`src/source/nes_shell_pkg.sv`:
```
package nes_shell_pkg;

  // cartridge memory address width, 1 KiB
  localparam int MEM_ADDR_W = 10;

  // widths that carry a meaning
  typedef logic [MEM_ADDR_W-1:0] cart_addr_t;
  typedef logic [8:0] save_addr_t;
  typedef logic [7:0] byte_t;

  // save window is the upper half of cart memory
  localparam cart_addr_t SAVE_BASE = cart_addr_t'(512);

  // one pad, bit 0 up: a, b, select, start, up, down, left, right
  typedef logic [7:0] pad_buttons_t;

  // four pads, p1 in the low byte
  typedef struct packed {
    pad_buttons_t p4;
    pad_buttons_t p3;
    pad_buttons_t p2;
    pad_buttons_t p1;
  } pad_set_t;

  // controller lines as the console drives them
  typedef struct packed {
    logic       strobe;
    // one clock per port
    logic [1:0] clocks;
  } joy_bus_t;

  // multitap signature bytes, shifted out after the second pad
  localparam byte_t TAP_SIG_PORT1 = 8'h08;
  localparam byte_t TAP_SIG_PORT2 = 8'h04;

  // wishbone classic, master to slave
  typedef struct packed {
    logic       cyc;
    logic       stb;
    logic       we;
    cart_addr_t adr;
    byte_t      dat_w;
  } wb_req_t;

  // wishbone classic, slave to master
  typedef struct packed {
    logic  ack;
    byte_t dat_r;
  } wb_rsp_t;

  // reset sequencer states
  typedef enum logic [1:0] {
    HOLD_INIT,
    LOADING,
    COUNTDOWN,
    RUN
  } rst_state_e;

endpackage

```
`src/source/rom_download_port.sv`:
```
`timescale 1ns/1ps

module rom_download_port (
  input  logic                   clk_ppu_21_47,
  input  logic                   reset_nes,
  input  logic                   ioctl_download,
  input  logic                   ioctl_wr,
  input  nes_shell_pkg::byte_t   ioctl_dout,
  output nes_shell_pkg::wb_req_t bus_req,
  input  nes_shell_pkg::wb_rsp_t bus_rsp,
  output logic                   loader_busy
);

  // next byte goes here
  nes_shell_pkg::cart_addr_t addr_q;
  logic                      download_q;
  logic                      download_rise;
  logic                      byte_in;

  assign download_rise = ioctl_download && !download_q;
  assign byte_in       = ioctl_wr && ioctl_download;

  always_ff @(posedge clk_ppu_21_47) begin
    if (reset_nes) begin
      bus_req.cyc <= 1'b0;
      bus_req.stb <= 1'b0;
      addr_q      <= '0;
      download_q  <= 1'b0;
    end else begin
      download_q <= ioctl_download;
      if (byte_in && !bus_req.cyc) begin
        // one write per byte, the first byte may share the start cycle
        bus_req.cyc <= 1'b1;
        bus_req.stb <= 1'b1;
      end else if (bus_rsp.ack) begin
        bus_req.cyc <= 1'b0;
        bus_req.stb <= 1'b0;
        // wraps at the memory size
        addr_q      <= bus_req.adr + 1'b1;
      end
      // new download starts at address 0
      if (download_rise) begin
        addr_q <= '0;
      end
    end
  end

  // payload, held until ack
  always_ff @(posedge clk_ppu_21_47) begin
    if (byte_in && !bus_req.cyc) begin
      bus_req.we    <= 1'b1;
      bus_req.adr   <= download_rise ? '0 : addr_q;
      bus_req.dat_w <= ioctl_dout;
    end
  end

  // busy from the latched byte through ack
  assign loader_busy = bus_req.cyc;

  // host spacing must cover the bus latency
  a_byte_spacing : assert property (
    @(posedge clk_ppu_21_47) disable iff (reset_nes) byte_in |-> !loader_busy
  );

endmodule

```
`config.mk`:
```
export PLATFORM = sky130hd
export DESIGN_NAME = rom_download_port
export DESIGN_NICKNAME = d
export VERILOG_FILES = /design/src/source/nes_shell_pkg.sv /design/src/source/rom_download_port.sv
export SDC_FILE = /design/constraint.sdc
export NUM_CORES = 1
export LEC_CHECK = 0
export BUFFER_PORTS_ARGS = -buffer_cell sky130_fd_sc_hd__buf_2
export CORE_ASPECT_RATIO = 0.7
export CORE_MARGIN = 1.5
export CORE_UTILIZATION = 43
export CTS_CLUSTER_DIAMETER = 50
export CTS_CLUSTER_SIZE = 12
export DETAILED_ROUTE_END_ITERATION = 7
export GPL_TIMING_DRIVEN = 0
export PLACE_DENSITY = 0.79
export SLEW_MARGIN = 40
export SYNTH_ARGS = -nofsm -noshare
export SYNTH_HDL_FRONTEND = slang
export SYNTH_SLANG_ARGS = --single-unit
export TNS_END_PERCENT = 20
```
`constraint.sdc`:
```
create_clock -name clk_ppu_21_47 -period 1.3 [get_ports clk_ppu_21_47]
set_input_delay 0.065 -clock clk_ppu_21_47 [delete_from_list [all_inputs] [get_ports clk_ppu_21_47]]
set_output_delay 0.065 -clock clk_ppu_21_47 [all_outputs]
set_load 0.01 [all_outputs]
```
==> report_table.html, run 1 <==
<table>
<tr><th>Metric</th><th>Value</th></tr>
<tr><th colspan="2">Synth</th></tr>
<tr><td>Count of state elements after synthesis</td><td>30</td></tr>
<tr><td>Yosys top cell area share</td><td>44.2%</td></tr>
<tr><td>Most frequent cells after synthesis</td><td>18 x sky130_fd_sc_hd__edfxtp_1, 13 x sky130_fd_sc_hd__nor2_1, 12 x sky130_fd_sc_hd__dfxtp_1, 11 x sky130_fd_sc_hd__and2_1, 8 x sky130_fd_sc_hd__a211oi_1</td></tr>
<tr><td>Total nets after synthesis</td><td>120</td></tr>
<tr><td>Mean post-synth cell area</td><td>12.5 µm²</td></tr>
<tr><td>Seq/Total Area, Yosys</td><td>63.8%</td></tr>
<tr><td>Synth area leaders</td><td>sky130_fd_sc_hd__edfxtp_1 44%, sky130_fd_sc_hd__dfxtp_1 20%, sky130_fd_sc_hd__and2_1 5.6%, sky130_fd_sc_hd__a211oi_1 4.9%, sky130_fd_sc_hd__xnor2_1 4.3%</td></tr>
<tr><td>Synth warn</td><td>0</td></tr>
<tr><td>Number of flops mapped to enable cells by yosys</td><td>18</td></tr>
<tr><td>Dominant cell by count in the synthesized netlist</td><td>sky130_fd_sc_hd__edfxtp_1</td></tr>
<tr><td>Top flip-flop cell by instance count after synthesis</td><td>sky130_fd_sc_hd__edfxtp_1</td></tr>
<tr><td>Post-synthesis cell type with the largest combined area</td><td>sky130_fd_sc_hd__edfxtp_1</td></tr>
<tr><td>Synth Instances</td><td>slightly below 100</td></tr>
<tr><td>Cell variety after synth</td><td>26</td></tr>
<tr><td>Cell Area, Synth</td><td>1220 µm²</td></tr>
<tr><td>Proportion of synthesized flip-flops having asynchronous set or reset</td><td>0%</td></tr>
<tr><th colspan="2">Timing</th></tr>
<tr><td>Portion of the clock cycle consumed by the worst path in the final layout</td><td>99.5%</td></tr>
<tr><td>Setup repair after global routing missed its margin</td><td>true</td></tr>
<tr><td>Final critical path time including I/O delays and setup</td><td>1290 ps</td></tr>
<tr><td>Final hold violation count</td><td>0</td></tr>
<tr><td>Setup violators final</td><td>0</td></tr>
<tr><td>Worst max-slew margin expressed relative to the limit</td><td>61.0%</td></tr>
<tr><td>Total count of max-transition violations in the final report</td><td>0</td></tr>
<tr><td>Maximum operating frequency</td><td>773 MHz</td></tr>
<tr><td>Sum Neg Setup Slack</td><td>0 ps</td></tr>
<tr><td>Clock Skew</td><td>3.38 ps</td></tr>
<tr><td>Actual slew at the worst max-slew pin</td><td>585 ps</td></tr>
<tr><th colspan="2">Worst setup path</th></tr>
<tr><td>Top fanout value on the critical path</td><td>3</td></tr>
<tr><td>Required time of the critical path</td><td>1440 ps</td></tr>
<tr><td>Arr. time, crit path</td><td>1440 ps</td></tr>
<tr><td>Cell count of the worst reg-to-reg path</td><td>5</td></tr>
<tr><td>Type of the worst setup path</td><td>register to register</td></tr>
<tr><td>Setup slack of the worst register-to-register path</td><td>6 ps</td></tr>
<tr><td>CP endpoint</td><td>addr_q[8]</td></tr>
<tr><td>Worst reg2reg startpoint</td><td>bus_req[8]</td></tr>
<tr><td>Capturing element type of the critical path</td><td>register</td></tr>
<tr><td>RR Endpoint</td><td>addr_q[8]</td></tr>
<tr><td>Crit path launch type</td><td>register</td></tr>
<tr><td>Launch point of the worst path</td><td>bus_req[8]</td></tr>
<tr><th colspan="2">Placement</th></tr>
<tr><td>Total half-perimeter wirelength after legalization and detailed placement</td><td>1.57 mm</td></tr>
<tr><td># port buffers</td><td>33</td></tr>
<tr><td>Placed Cells incl. Taps</td><td>between 150 and 200</td></tr>
<tr><td>Last weighted congestion value of the routability-driven placer</td><td>0.733</td></tr>
<tr><th colspan="2">Run</th></tr>
<tr><td>Number of violations of the max-capacitance limit</td><td>0</td></tr>
<tr><th colspan="2">Pwr</th></tr>
<tr><td>Largest voltage drop on the vdd net</td><td>roughly 0.66 mV</td></tr>
<tr><td>Cell leakage power</td><td>0.697 nW</td></tr>
<tr><td>P per Cell Area</td><td>between 1000 and 1500 nW/µm²</td></tr>
<tr><th colspan="2">Global route</th></tr>
<tr><td>Global-route wire length before repair</td><td>3.48 mm</td></tr>
<tr><td>Leftover overflow at the end of global routing</td><td>0</td></tr>
<tr><td>Number of antenna violations at the first check in global routing</td><td>0</td></tr>
<tr><td>Maximum number of pins on one net before global-route repair</td><td>14</td></tr>
<tr><td>Number of global-route vias before repair</td><td>approximately 800</td></tr>
<tr><td>Gr usage total</td><td>16.7%</td></tr>
<tr><th colspan="2">Floorplanning</th></tr>
<tr><td>Placement Rows</td><td>15</td></tr>
<tr><td>Area of the die</td><td>3180 µm²</td></tr>
<tr><td>Horizontal die dimension</td><td>66.8 µm</td></tr>
<tr><td>Top-level I/O count</td><td>43</td></tr>
<tr><td>Die Y-Extent</td><td>47.6 µm</td></tr>
<tr><td>Placeable core region</td><td>2570 µm²</td></tr>
<tr><td>Initial core utilization</td><td>47.6%</td></tr>
<tr><th colspan="2">Clocking</th></tr>
<tr><td>Clock tree from TritonCTS</td><td>built</td></tr>
<tr><td>Clock-pin slew on the worst setup and hold paths</td><td>60 ps</td></tr>
<tr><td>CTS Sinks</td><td>30</td></tr>
<tr><td>Clock Latency Late Sink</td><td>280 ps</td></tr>
<tr><td>Longest Clk Path Bufs</td><td>2</td></tr>
<tr><td>Num CTS Buffers</td><td>5</td></tr>
<tr><td>CTS Root Cell</td><td>sky130_fd_sc_hd__clkbuf_8</td></tr>
<tr><td>H-tree level count</td><td>2</td></tr>
<tr><th colspan="2">Routing</th></tr>
<tr><td>DR DRC count</td><td>0</td></tr>
<tr><td>Total via count in the routed design</td><td>909</td></tr>
<tr><td>Remaining number of nets flagged by the antenna check after routing</td><td>0</td></tr>
<tr><td>Count of routing violations after the opening detailed-route iteration</td><td>between 50 and 60</td></tr>
<tr><td>Routed WL per cell</td><td>13.2 µm</td></tr>
<tr><td>Total wirelength of the detailed-routed design</td><td>2.52 mm</td></tr>
<tr><td>Length of the first detailed-routing pass in iterations</td><td>4</td></tr>
<tr><td>Vias per cell</td><td>4.76</td></tr>
<tr><th colspan="2">Layout</th></tr>
<tr><td>Antenna cell count</td><td>0</td></tr>
<tr><td>Fillers</td><td>186</td></tr>
<tr><td>Signed area change from the synthesized netlist to the final layout</td><td>42.0%</td></tr>
<tr><td>Layout cell share with drive strength beyond 1</td><td>between 40 and 50%</td></tr>
<tr><td>Net total in the final layout</td><td>between 150 and 200</td></tr>
<tr><td>Post-route insts no fill</td><td>191</td></tr>
<tr><th colspan="2">Run status</th></tr>
<tr><td>Outcome</td><td>finished, final reports clean</td></tr>
<tr><th colspan="2">Hold path</th></tr>
<tr><td>Worst min path class</td><td>primary input to register</td></tr>
<tr><td>Worst hold path cell count</td><td>2</td></tr>
</table>
==> kinds of logic after synthesis <==
family | count (synthesis) | share of synthesized area [%]
buffers and inverters | 10 | 4.70
adders and majority gates | 1 | 1.02
muxes | 1 | 0.818
and+or+nand+nor | 37 | 17.3
AOI/OAI and AO/OA | 10 | 6.34
xor gates and xnor gates | 8 | 5.73
DFF | 30 | 63.8
other | 1 | 0.306
==> metal layers <==
metal / up-vias / share of wire, % / global-route usage (%)
li1: 448 / - / -
met1: 430 / 43 / 18.5
met2: 29 / 49 / 28.0
met3: 2 / 7.3 / 10.1
met4: 0 / 0.67 / 4.90
met5: - / 0 / 0
==> worst max-delay path, cell delays in order, from the launching register on <==
cell                       delay, ps
sky130_fd_sc_hd__edfxtp_1        400
sky130_fd_sc_hd__ha_2            220
sky130_fd_sc_hd__nand2_1          90
sky130_fd_sc_hd__nor3_2          200
sky130_fd_sc_hd__xnor2_1         160
sky130_fd_sc_hd__a211oi_2         90
==> layout make-up <==
| class | count | area [µm²] | share of cell area [%] |
|---|---|---|---|
| clock inverter | 1 | 5.00 | 0.288 |
| inverter | 3 | 15.0 | 0.864 |
| multi-input combinational | 58 | 419 | 24.1 |
| timing repair buffer | 51 | 335 | 19.3 |
| sequential | 30 | 782 | 45.0 |
| tap | 34 | 42.5 | 2.45 |
| clock buffer | 7 | 86.3 | 4.97 |
| buffer | 7 | 52.6 | 3.02 |
==> timing repair <==
action                                  4_1_cts  5_1_grt
pin swaps                                     0        3
hold endpoints to repair                     10        0
gates cloned                                  0        0
hold buffers                                  9        0
buffers inserted                              3        6
endpoints found under the setup margin       28        9
gates resized for setup                       6        5
==> per-stage QoR <==
step | setup slack, ps | cell area (µm²) | utilization, % | total power [mW] | hold slack (ps)
detailed placement | -129 | 1430 | 55.7 | 1.29 | 244
global route | -47.7 | 1740 | 67.6 | 2.17 | 58.2
floorplan | 4.99 | 1220 | - | 1.21 | 134
CTS | -31.3 | 1670 | 65.0 | 2.07 | 54.2
finish | 6.26 | 1740 | 67.6 | 2.09 | 49.1
global placement | -114 | 1430 | 55.7 | 1.28 | 242
==> worst min path at each step <==
stage	to	startpoint
floorplan	loader_busy	reset_nes
global placement	bus_req[6]	ioctl_dout[6]
detailed placement	bus_req[1]	ioctl_dout[1]
CTS	download_q	ioctl_download
global route	download_q	ioctl_download
finish	download_q	ioctl_download
==> state kept, by name, summed over array words and instances, names as in the netlist <==
| name | cells |
|---|---|
| loader_busy | 1 |
| bus_req | 18 |
| download_q | 1 |
| addr_q | 10 |
==> power by group <==
part           internal (mW)  leakage, nW  switching [mW]
combinational          0.123        0.379           0.118
sequential              1.06        0.270          0.0290
clock                  0.426       0.0482           0.332
==> cell usage in the layout, fill, tap and decap left out, types with 2 or more instances in the layout <==
master and instances:
sky130_fd_sc_hd__clkbuf_8 6, sky130_fd_sc_hd__a211oi_1 6, sky130_fd_sc_hd__nand2b_1 3, sky130_fd_sc_hd__dlygate4sd3_1 9, sky130_fd_sc_hd__edfxtp_1 18, sky130_fd_sc_hd__buf_4 11
sky130_fd_sc_hd__buf_2 33, sky130_fd_sc_hd__nand3_1 2, sky130_fd_sc_hd__nor2_1 12, sky130_fd_sc_hd__clkbuf_1 2, sky130_fd_sc_hd__dfxtp_1 11, sky130_fd_sc_hd__nand2_1 2
sky130_fd_sc_hd__xnor2_1 6, sky130_fd_sc_hd__xor2_1 2, sky130_fd_sc_hd__buf_6 2, sky130_fd_sc_hd__inv_1 2, sky130_fd_sc_hd__and2_1 11, sky130_fd_sc_hd__a211oi_2 3
(Power assumes the default switching activity.)
==> run 2, diff against run 1 <==
clock period = 1.1 ns   (was 1.3 ns; I/O delays follow)
==> run 2 against run 1 <==
Worst hold slack lost 20 ps. Largest cell class unchanged. Largest power group unchanged. Critical path type unchanged. Highest routed layer unchanged. Critical path depth unchanged. Register-to-register slack lost 170 ps. The run now ends with setup timing left. Clock power grew 9.1%. Non-clock buffer count rose by 2. Worst setup slack worse by 170 ps. Maximum frequency grew 2.3%.
==> report_table.html, run 2 (synthesis results as in run 1) <==
<table>
<tr><th>Metric</th><th>Value</th></tr>
<tr><th colspan="2">Run status</th></tr>
<tr><td>Outcome</td><td>finished, violations left</td></tr>
<tr><td>Failing checks</td><td>setup timing</td></tr>
<tr><th colspan="2">Worst setup path</th></tr>
<tr><td>Launch point of the worst path</td><td>bus_req[9]</td></tr>
<tr><td>Capturing element type of the critical path</td><td>register</td></tr>
<tr><td>Worst path buffer plus inverter count</td><td>0 (unchanged)</td></tr>
<tr><td>Arr. time, crit path</td><td>1460 ps (+20 ps)</td></tr>
<tr><td>Crit-path leading delay family</td><td>flip-flops</td></tr>
<tr><td>Peak per-stage delay on the critical path</td><td>440 ps (+40 ps)</td></tr>
<tr><td>Cell count of the worst reg-to-reg path</td><td>5 (unchanged)</td></tr>
<tr><td>Required time of the critical path</td><td>1300 ps (-140 ps)</td></tr>
<tr><td>Setup slack of the worst register-to-register path</td><td>-170 ps (-170 ps)</td></tr>
<tr><td>Crit. path cell count</td><td>5 (unchanged)</td></tr>
<tr><td>CP endpoint</td><td>addr_q[6]</td></tr>
<tr><td>Crit path launch type</td><td>register</td></tr>
<tr><td>Worst path slowest cell</td><td>sky130_fd_sc_hd__edfxtp_1</td></tr>
<tr><td>CP cell instances</td><td>ha_2, nand2_1, nor2_2, xnor2_1, a211oi_1</td></tr>
<tr><td>Top fanout value on the critical path</td><td>3 (unchanged)</td></tr>
<tr><td>RR Endpoint</td><td>addr_q[6]</td></tr>
<tr><td>Type of the worst setup path</td><td>register to register</td></tr>
<tr><td>Worst reg2reg startpoint</td><td>bus_req[9]</td></tr>
<tr><th colspan="2">Routing</th></tr>
<tr><td>Total wirelength of the detailed-routed design</td><td>2.66 mm (+5.3%)</td></tr>
<tr><td>Remaining number of nets flagged by the antenna check after routing</td><td>0 (unchanged)</td></tr>
<tr><td>Top layer used by detailed routing</td><td>met4</td></tr>
<tr><td>Length of the first detailed-routing pass in iterations</td><td>5 (+1)</td></tr>
<tr><td>Vias per cell</td><td>4.90 (+3.0%)</td></tr>
<tr><td>Routed met3 length</td><td>176 µm (-4.3%)</td></tr>
<tr><td>Routed WL per cell</td><td>13.8 µm (+4.2%)</td></tr>
<tr><td>Count of routing violations after the opening detailed-route iteration</td><td>41 (-31%)</td></tr>
<tr><td>Total via count in the routed design</td><td>946 (+4.1%)</td></tr>
<tr><td>DR DRC count</td><td>0 (unchanged)</td></tr>
<tr><td>M1 wire length</td><td>1.15 mm (+4.9%)</td></tr>
<tr><td>Routed wl met2</td><td>1.27 mm (+4.2%)</td></tr>
<tr><th colspan="2">Floorplanning</th></tr>
<tr><td>Placeable core region</td><td>2570 µm² (unchanged)</td></tr>
<tr><td>Die Y-Extent</td><td>47.6 µm (unchanged)</td></tr>
<tr><td>Horizontal die dimension</td><td>66.8 µm (unchanged)</td></tr>
<tr><td>Area of the die</td><td>3180 µm² (unchanged)</td></tr>
<tr><td>Initial core utilization</td><td>47.6% (unchanged)</td></tr>
<tr><td>Placement Rows</td><td>15 (unchanged)</td></tr>
<tr><td>Top-level I/O count</td><td>43 (unchanged)</td></tr>
<tr><th colspan="2">Global route</th></tr>
<tr><td>Gr usage total</td><td>18.8% (+2.1 points)</td></tr>
<tr><td>Number of global-route vias before repair</td><td>835 (+5.4%)</td></tr>
<tr><td>Leftover overflow at the end of global routing</td><td>0 (unchanged)</td></tr>
<tr><td>Global-route wire length before repair</td><td>4.02 mm (+15%)</td></tr>
<tr><td>Maximum number of pins on one net before global-route repair</td><td>19 (+5)</td></tr>
<tr><td>Number of antenna violations at the first check in global routing</td><td>0 (unchanged)</td></tr>
<tr><th colspan="2">Layout</th></tr>
<tr><td>Post-route insts no fill</td><td>193 (+1.0%)</td></tr>
<tr><td>Biggest regs</td><td>bus_req (18), addr_q (10)</td></tr>
<tr><td>Most frequent cells in the layout</td><td>34 x sky130_fd_sc_hd__buf_2, 18 x sky130_fd_sc_hd__edfxtp_1, 11 x sky130_fd_sc_hd__buf_4, 11 x sky130_fd_sc_hd__dfxtp_1, 10 x sky130_fd_sc_hd__and2_1</td></tr>
<tr><td>Post-route cell area</td><td>1860 µm² (+7.1%)</td></tr>
<tr><td>Reg with most FFs</td><td>bus_req</td></tr>
<tr><td>Flip-flop count of the largest register after layout</td><td>18 (unchanged)</td></tr>
<tr><td>Net total in the final layout</td><td>180 (+1.1%)</td></tr>
<tr><td>Most common cell after layout, fill and taps aside</td><td>sky130_fd_sc_hd__buf_2</td></tr>
<tr><td>Utilization after layout</td><td>72.4% (+4.8 points)</td></tr>
<tr><td>Signed area change from the synthesized netlist to the final layout</td><td>52.0%</td></tr>
<tr><td>Antenna cell count</td><td>0 (unchanged)</td></tr>
<tr><td>Layout cell share with drive strength beyond 1</td><td>51.6% (+10 points)</td></tr>
<tr><td>Fillers</td><td>169 (-9.1%)</td></tr>
<tr><th colspan="2">Timing</th></tr>
<tr><td>Setup violators final</td><td>28 (+28)</td></tr>
<tr><td>Final hold violation count</td><td>0 (unchanged)</td></tr>
<tr><td>Final critical path time including I/O delays and setup</td><td>1270 ps (-28.6 ps)</td></tr>
<tr><td>Clock Skew</td><td>6.24 ps (+2.87 ps)</td></tr>
<tr><td>Sum Neg Setup Slack</td><td>-2510 ps (-2510 ps)</td></tr>
<tr><td>Total count of max-transition violations in the final report</td><td>0 (unchanged)</td></tr>
<tr><td>Maximum operating frequency</td><td>790 MHz (+2.3%)</td></tr>
<tr><td>Portion of the clock cycle consumed by the worst path in the final layout</td><td>115% (+15 points)</td></tr>
<tr><td>Worst max-slew margin expressed relative to the limit</td><td>62.0% (+1.0 points)</td></tr>
<tr><td>Setup repair after global routing missed its margin</td><td>true</td></tr>
<tr><td>Final WS setup</td><td>-165 ps (-171 ps)</td></tr>
<tr><td>Actual slew at the worst max-slew pin</td><td>570 ps (-15.3 ps)</td></tr>
<tr><th colspan="2">Pwr</th></tr>
<tr><td>Clock share of power</td><td>33.4% (-2.9 points)</td></tr>
<tr><td>Combinational Power Share</td><td>14.8% (+3.3 points)</td></tr>
<tr><td>Internal power</td><td>1.88 mW (+17%)</td></tr>
<tr><td>Largest voltage drop on the vdd net</td><td>0.755 mV (+14%)</td></tr>
<tr><td>P per Cell Area</td><td>1330 nW/µm² (+11%)</td></tr>
<tr><td>Switching power summed over all nets</td><td>0.598 mW (+25%)</td></tr>
<tr><td>Power consumption</td><td>2.48 mW (+19%)</td></tr>
<tr><td>Cell leakage power</td><td>0.740 nW (+6.1%)</td></tr>
<tr><td>Switching part of the total power</td><td>24.1% (+1.2 points)</td></tr>
<tr><td>Sequential share of power</td><td>51.9% (-0.2 points)</td></tr>
<tr><th colspan="2">Placement</th></tr>
<tr><td>Instance area after placement</td><td>1460 µm² (+1.7%)</td></tr>
<tr><td>Last weighted congestion value of the routability-driven placer</td><td>0.800 (+9.1%)</td></tr>
<tr><td>Total half-perimeter wirelength after legalization and detailed placement</td><td>1.46 mm (-6.8%)</td></tr>
<tr><td>Placed Cells incl. Taps</td><td>165 (unchanged)</td></tr>
<tr><td># port buffers</td><td>33 (unchanged)</td></tr>
<tr><th colspan="2">Hold path</th></tr>
<tr><td>HP Start</td><td>ioctl_download</td></tr>
<tr><td>Worst min path class</td><td>primary input to register</td></tr>
<tr><th colspan="2">Clocking</th></tr>
<tr><td>Clock-pin slew on the worst setup and hold paths</td><td>60 ps (about the same)</td></tr>
<tr><td>H-tree level count</td><td>2 (unchanged)</td></tr>
<tr><td>CTS Sinks</td><td>30 (unchanged)</td></tr>
<tr><td>Num CTS Buffers</td><td>5 (unchanged)</td></tr>
<tr><td>Clock Latency Late Sink</td><td>280 ps (about the same)</td></tr>
<tr><td>CTS Root Cell</td><td>sky130_fd_sc_hd__clkbuf_8</td></tr>
<tr><td>Clock tree from TritonCTS</td><td>built</td></tr>
<tr><td>Longest Clk Path Bufs</td><td>2 (unchanged)</td></tr>
<tr><th colspan="2">Run</th></tr>
<tr><td>Number of violations of the max-capacitance limit</td><td>0 (unchanged)</td></tr>
</table>
-- run 2: power groups by stage --
stage / clock, mW / combinational (mW) / sequential (mW)
floorplan: 0 / 0.126 / 1.32
global placement: 0 / 0.213 / 1.30
detailed placement: 0 / 0.219 / 1.31
CTS: 0.839 / 0.343 / 1.29
global route: 0.889 / 0.394 / 1.29
finish: 0.827 / 0.366 / 1.29
-- run 2: how the worst min path moves through the flow --
stage                             end  slack (ps)  depth (start not counted)
after global routing       download_q          50                          2
final                      download_q          30                          2
after CTS                  download_q          20                          2
after global placement    loader_busy         230                          2
after detailed placement   bus_req[5]         230                          1
after floorplan           loader_busy         120                          1
-- run 2: area by class of cell --
type	instances	area, µm²	share of cell area, %
buffer	5	42.5	2.29
clock buffer	6	72.6	3.90
clock inverter	2	8.76	0.471
inverter	3	15.0	0.807
multi-input combinational	58	483	26.0
sequential	30	782	42.0
tap	34	42.5	2.29
timing repair buffer	55	414	22.3
-- run 2: layer usage --
metal  GRT usage [%]  vias to the layer above
met5               0                        -
met4            8.57                        0
met3            8.24                        8
li1                -                      455
met2            31.2                       35
met1            21.8                      448
-- run 2: repair_timing --
| item | in CTS | in global routing |
|---|---|---|
| setup buffers | 8 | 4 |
| endpoints found under the hold margin | 10 | 0 |
| pin swaps | 3 | 8 |
| gates cloned | 1 | 0 |
| setup endpoints to repair | 28 | 41 |
| gates resized for setup | 22 | 6 |
| hold buffers | 9 | 0 |
-- run 2: per-stage QoR --
stage	worst slack (ps)	hold WS [ps]
finish	-165	28.8
global route	-245	48.2
CTS	-208	20.3
detailed placement	-229	233
global placement	-193	230
floorplan	-144	117
==> run 3, diff against run 2 <==
TNS_END_PERCENT = 100   (was 20)
==> run 3 against run 2 <==
The run still ends with setup timing left. Register-to-register slack worse by 20 ps. Clock power hardly changed. Count of clock-buffer cells in the layout unchanged. First-iteration DRC count rose by 54%. Worst hold slack got worse by 0.56 ps. Sequential power barely moved. Combinational power fell by 4%. Worst setup slack worse by 24 ps. Cell area is 1.4% higher. Critical path type unchanged. Largest power group unchanged.
==> report_table.html, run 3 (synthesis results as in run 1) <==
<table>
<tr><th>Metric</th><th>Value</th></tr>
<tr><th colspan="2">Worst setup path</th></tr>
<tr><td>Worst reg2reg startpoint</td><td>bus_req[8]</td></tr>
<tr><td>Capturing element type of the critical path</td><td>register</td></tr>
<tr><td>Setup slack of the worst register-to-register path</td><td>-190 ps (-20 ps)</td></tr>
<tr><td>Launch point of the worst path</td><td>bus_req[8]</td></tr>
<tr><td>Top fanout value on the critical path</td><td>3 (unchanged)</td></tr>
<tr><td>Required time of the critical path</td><td>1250 ps (-50 ps)</td></tr>
<tr><td>Arr. time, crit path</td><td>1440 ps (-20 ps)</td></tr>
<tr><td>Cell count of the worst reg-to-reg path</td><td>5 (unchanged)</td></tr>
<tr><td>Crit path launch type</td><td>register</td></tr>
<tr><td>Type of the worst setup path</td><td>register to register</td></tr>
<tr><td>RR Endpoint</td><td>addr_q[8]</td></tr>
<tr><td>CP endpoint</td><td>addr_q[8]</td></tr>
<tr><th colspan="2">Timing</th></tr>
<tr><td>Worst max-slew margin expressed relative to the limit</td><td>63.0% (+0.96 points)</td></tr>
<tr><td>Final critical path time including I/O delays and setup</td><td>1290 ps (+24.2 ps)</td></tr>
<tr><td>Maximum operating frequency</td><td>776 MHz (-1.9%)</td></tr>
<tr><td>Final hold violation count</td><td>0 (unchanged)</td></tr>
<tr><td>Portion of the clock cycle consumed by the worst path in the final layout</td><td>117% (+2.2 points)</td></tr>
<tr><td>Setup repair after global routing missed its margin</td><td>true</td></tr>
<tr><td>Final-layout worst hold slack</td><td>28.2 ps (-0.562 ps)</td></tr>
<tr><td>Actual slew at the worst max-slew pin</td><td>555 ps (-14.4 ps)</td></tr>
<tr><td>Clock Skew</td><td>8.35 ps (+2.11 ps)</td></tr>
<tr><td>Setup violators final</td><td>29 (+3.6%)</td></tr>
<tr><td>Total count of max-transition violations in the final report</td><td>0 (unchanged)</td></tr>
<tr><td>Final WS setup</td><td>-189 ps (-24.2 ps)</td></tr>
<tr><th colspan="2">Global route</th></tr>
<tr><td>Number of antenna violations at the first check in global routing</td><td>0 (unchanged)</td></tr>
<tr><td>Number of global-route vias before repair</td><td>884 (+5.9%)</td></tr>
<tr><td>Gr usage total</td><td>18.5% (-0.32 points)</td></tr>
<tr><td>Maximum number of pins on one net before global-route repair</td><td>19 (unchanged)</td></tr>
<tr><td>Global-route wire length before repair</td><td>4.02 mm (unchanged)</td></tr>
<tr><td>Leftover overflow at the end of global routing</td><td>0 (unchanged)</td></tr>
<tr><th colspan="2">Placement</th></tr>
<tr><td>Placed Cells incl. Taps</td><td>165 (unchanged)</td></tr>
<tr><td>Last weighted congestion value of the routability-driven placer</td><td>0.756 (-5.4%)</td></tr>
<tr><td>Total half-perimeter wirelength after legalization and detailed placement</td><td>1.53 mm (+4.7%)</td></tr>
<tr><td>Pre-CTS setup slack</td><td>-209 ps (+20.2 ps)</td></tr>
<tr><td># port buffers</td><td>33 (unchanged)</td></tr>
<tr><th colspan="2">Run</th></tr>
<tr><td>Number of violations of the max-capacitance limit</td><td>0 (unchanged)</td></tr>
<tr><th colspan="2">Routing</th></tr>
<tr><td>DR DRC count</td><td>0 (unchanged)</td></tr>
<tr><td>Remaining number of nets flagged by the antenna check after routing</td><td>0 (unchanged)</td></tr>
<tr><td>Count of routing violations after the opening detailed-route iteration</td><td>63 (+54%)</td></tr>
<tr><td>Length of the first detailed-routing pass in iterations</td><td>4 (-1)</td></tr>
<tr><td>Routed WL per cell</td><td>14.2 µm (+3.2%)</td></tr>
<tr><td>Total wirelength of the detailed-routed design</td><td>2.77 mm (+4.3%)</td></tr>
<tr><td>Vias per cell</td><td>4.87 (-0.71%)</td></tr>
<tr><td>Total via count in the routed design</td><td>949 (+0.32%)</td></tr>
<tr><th colspan="2">Floorplanning</th></tr>
<tr><td>Placement Rows</td><td>15 (unchanged)</td></tr>
<tr><td>Horizontal die dimension</td><td>66.8 µm (unchanged)</td></tr>
<tr><td>Area of the die</td><td>3180 µm² (unchanged)</td></tr>
<tr><td>Top-level I/O count</td><td>43 (unchanged)</td></tr>
<tr><td>Initial core utilization</td><td>47.6% (unchanged)</td></tr>
<tr><td>Placeable core region</td><td>2570 µm² (unchanged)</td></tr>
<tr><td>Die Y-Extent</td><td>47.6 µm (unchanged)</td></tr>
<tr><th colspan="2">Hold path</th></tr>
<tr><td>Worst min path class</td><td>primary input to register</td></tr>
<tr><th colspan="2">Layout</th></tr>
<tr><td>Reg with most FFs</td><td>bus_req</td></tr>
<tr><td>Antenna cell count</td><td>0 (unchanged)</td></tr>
<tr><td>Flip-flop count of the largest register after layout</td><td>18 (unchanged)</td></tr>
<tr><td>Most common cell after layout, fill and taps aside</td><td>sky130_fd_sc_hd__buf_2</td></tr>
<tr><td>Net total in the final layout</td><td>182 (+1.1%)</td></tr>
<tr><td>Most frequent cells in the layout</td><td>32 x sky130_fd_sc_hd__buf_2, 18 x sky130_fd_sc_hd__edfxtp_1, 11 x sky130_fd_sc_hd__dfxtp_1, 10 x sky130_fd_sc_hd__and2_1, 10 x sky130_fd_sc_hd__nor2_1</td></tr>
<tr><td>Layout cell share with drive strength beyond 1</td><td>48.4% (-3.1 points)</td></tr>
<tr><td>Signed area change from the synthesized netlist to the final layout</td><td>54.2%</td></tr>
<tr><td>Post-route insts no fill</td><td>195 (+1.0%)</td></tr>
<tr><td>Biggest regs</td><td>bus_req (18), addr_q (10)</td></tr>
<tr><th colspan="2">Pwr</th></tr>
<tr><td>P per Cell Area</td><td>1310 nW/µm² (-2.0%)</td></tr>
<tr><td>Largest voltage drop on the vdd net</td><td>0.924 mV (+22%)</td></tr>
<tr><td>Cell leakage power</td><td>0.755 nW (+1.9%)</td></tr>
<tr><th colspan="2">Clocking</th></tr>
<tr><td>Num CTS Buffers</td><td>5 (unchanged)</td></tr>
<tr><td>Clock tree from TritonCTS</td><td>built</td></tr>
<tr><td>Clock Latency Late Sink</td><td>290 ps (about the same)</td></tr>
<tr><td>Longest Clk Path Bufs</td><td>2 (unchanged)</td></tr>
<tr><td>Clock-pin slew on the worst setup and hold paths</td><td>60 ps (about the same)</td></tr>
<tr><td>CTS Sinks</td><td>30 (unchanged)</td></tr>
<tr><td>H-tree level count</td><td>2 (unchanged)</td></tr>
<tr><td>CTS Root Cell</td><td>sky130_fd_sc_hd__clkbuf_8</td></tr>
<tr><th colspan="2">Run status</th></tr>
<tr><td>Failing checks</td><td>setup timing</td></tr>
<tr><td>Outcome</td><td>finished, violations left</td></tr>
</table>
==> run 3: worst min-delay path by stage <==
stage / to / cells after the start / startpoint / slack (ps)
after detailed placement: bus_req[3] / 1 / ioctl_dout[3] / 230
after global placement: loader_busy / 2 / reset_nes / 230
after global routing: download_q / 2 / ioctl_download / 50
final: download_q / 2 / ioctl_download / 30
after floorplan: loader_busy / 1 / reset_nes / 120
after CTS: download_q / 2 / ioctl_download / 30
==> run 3: critical path, stage by stage, from the launching register on <==
cell and delay [ps]:
sky130_fd_sc_hd__edfxtp_1 460, sky130_fd_sc_hd__ha_4 180, sky130_fd_sc_hd__nand2_2 60, sky130_fd_sc_hd__nor3_2 180, sky130_fd_sc_hd__xnor2_1 170, sky130_fd_sc_hd__a211oi_2 90
==> run 3: final cells by class <==
cell class | instances | area, µm²
Clock inverter | 2 | 8.76
Tap cell | 34 | 42.5
Fill cell | 184 | 684
Multi-Input combinational cell | 58 | 469
Buffer | 5 | 47.5
Timing Repair Buffer | 57 | 449
Inverter | 3 | 15.0
Sequential cell | 30 | 782
Clock buffer | 6 | 72.6
==> run 3: metal layers <==
layer	GRT usage, %	part of all wire (%)	up-vias
li1	-	-	458
met1	22.6	45	460
met2	30.0	48	26
met3	6.35	5.1	5
met4	9.80	1.7	0
met5	0	0	-
==> run 3: stage by stage <==
stage	power, mW	setup TNS, ps	util (%)	cell area (µm²)
6_report	2.46	-1950	73.4	1890
5_1_grt	2.54	-3290	73.4	1890
4_1_cts	2.43	-1510	69.2	1780
3_5_place_dp	1.53	-5620	57.1	1470
3_3_place_gp	1.52	-4270	57.1	1470
2_1_floorplan	1.45	-2400	-	1260
==> run 3: power breakdown <==
part / switching (mW) / internal, mW
sequential: 0.0359 / 1.25
clock: 0.392 / 0.433
combinational: 0.160 / 0.191
total: 0.588 / 1.87
==> run 3: what timing repair did <==
action,in CTS,in global routing
resized for setup,12,13
pin swaps,9,8
hold buffers,9,0
setup endpoints to repair,38,32
endpoints found under the hold margin,10,0
cloned,0,1
setup buffers,10,4
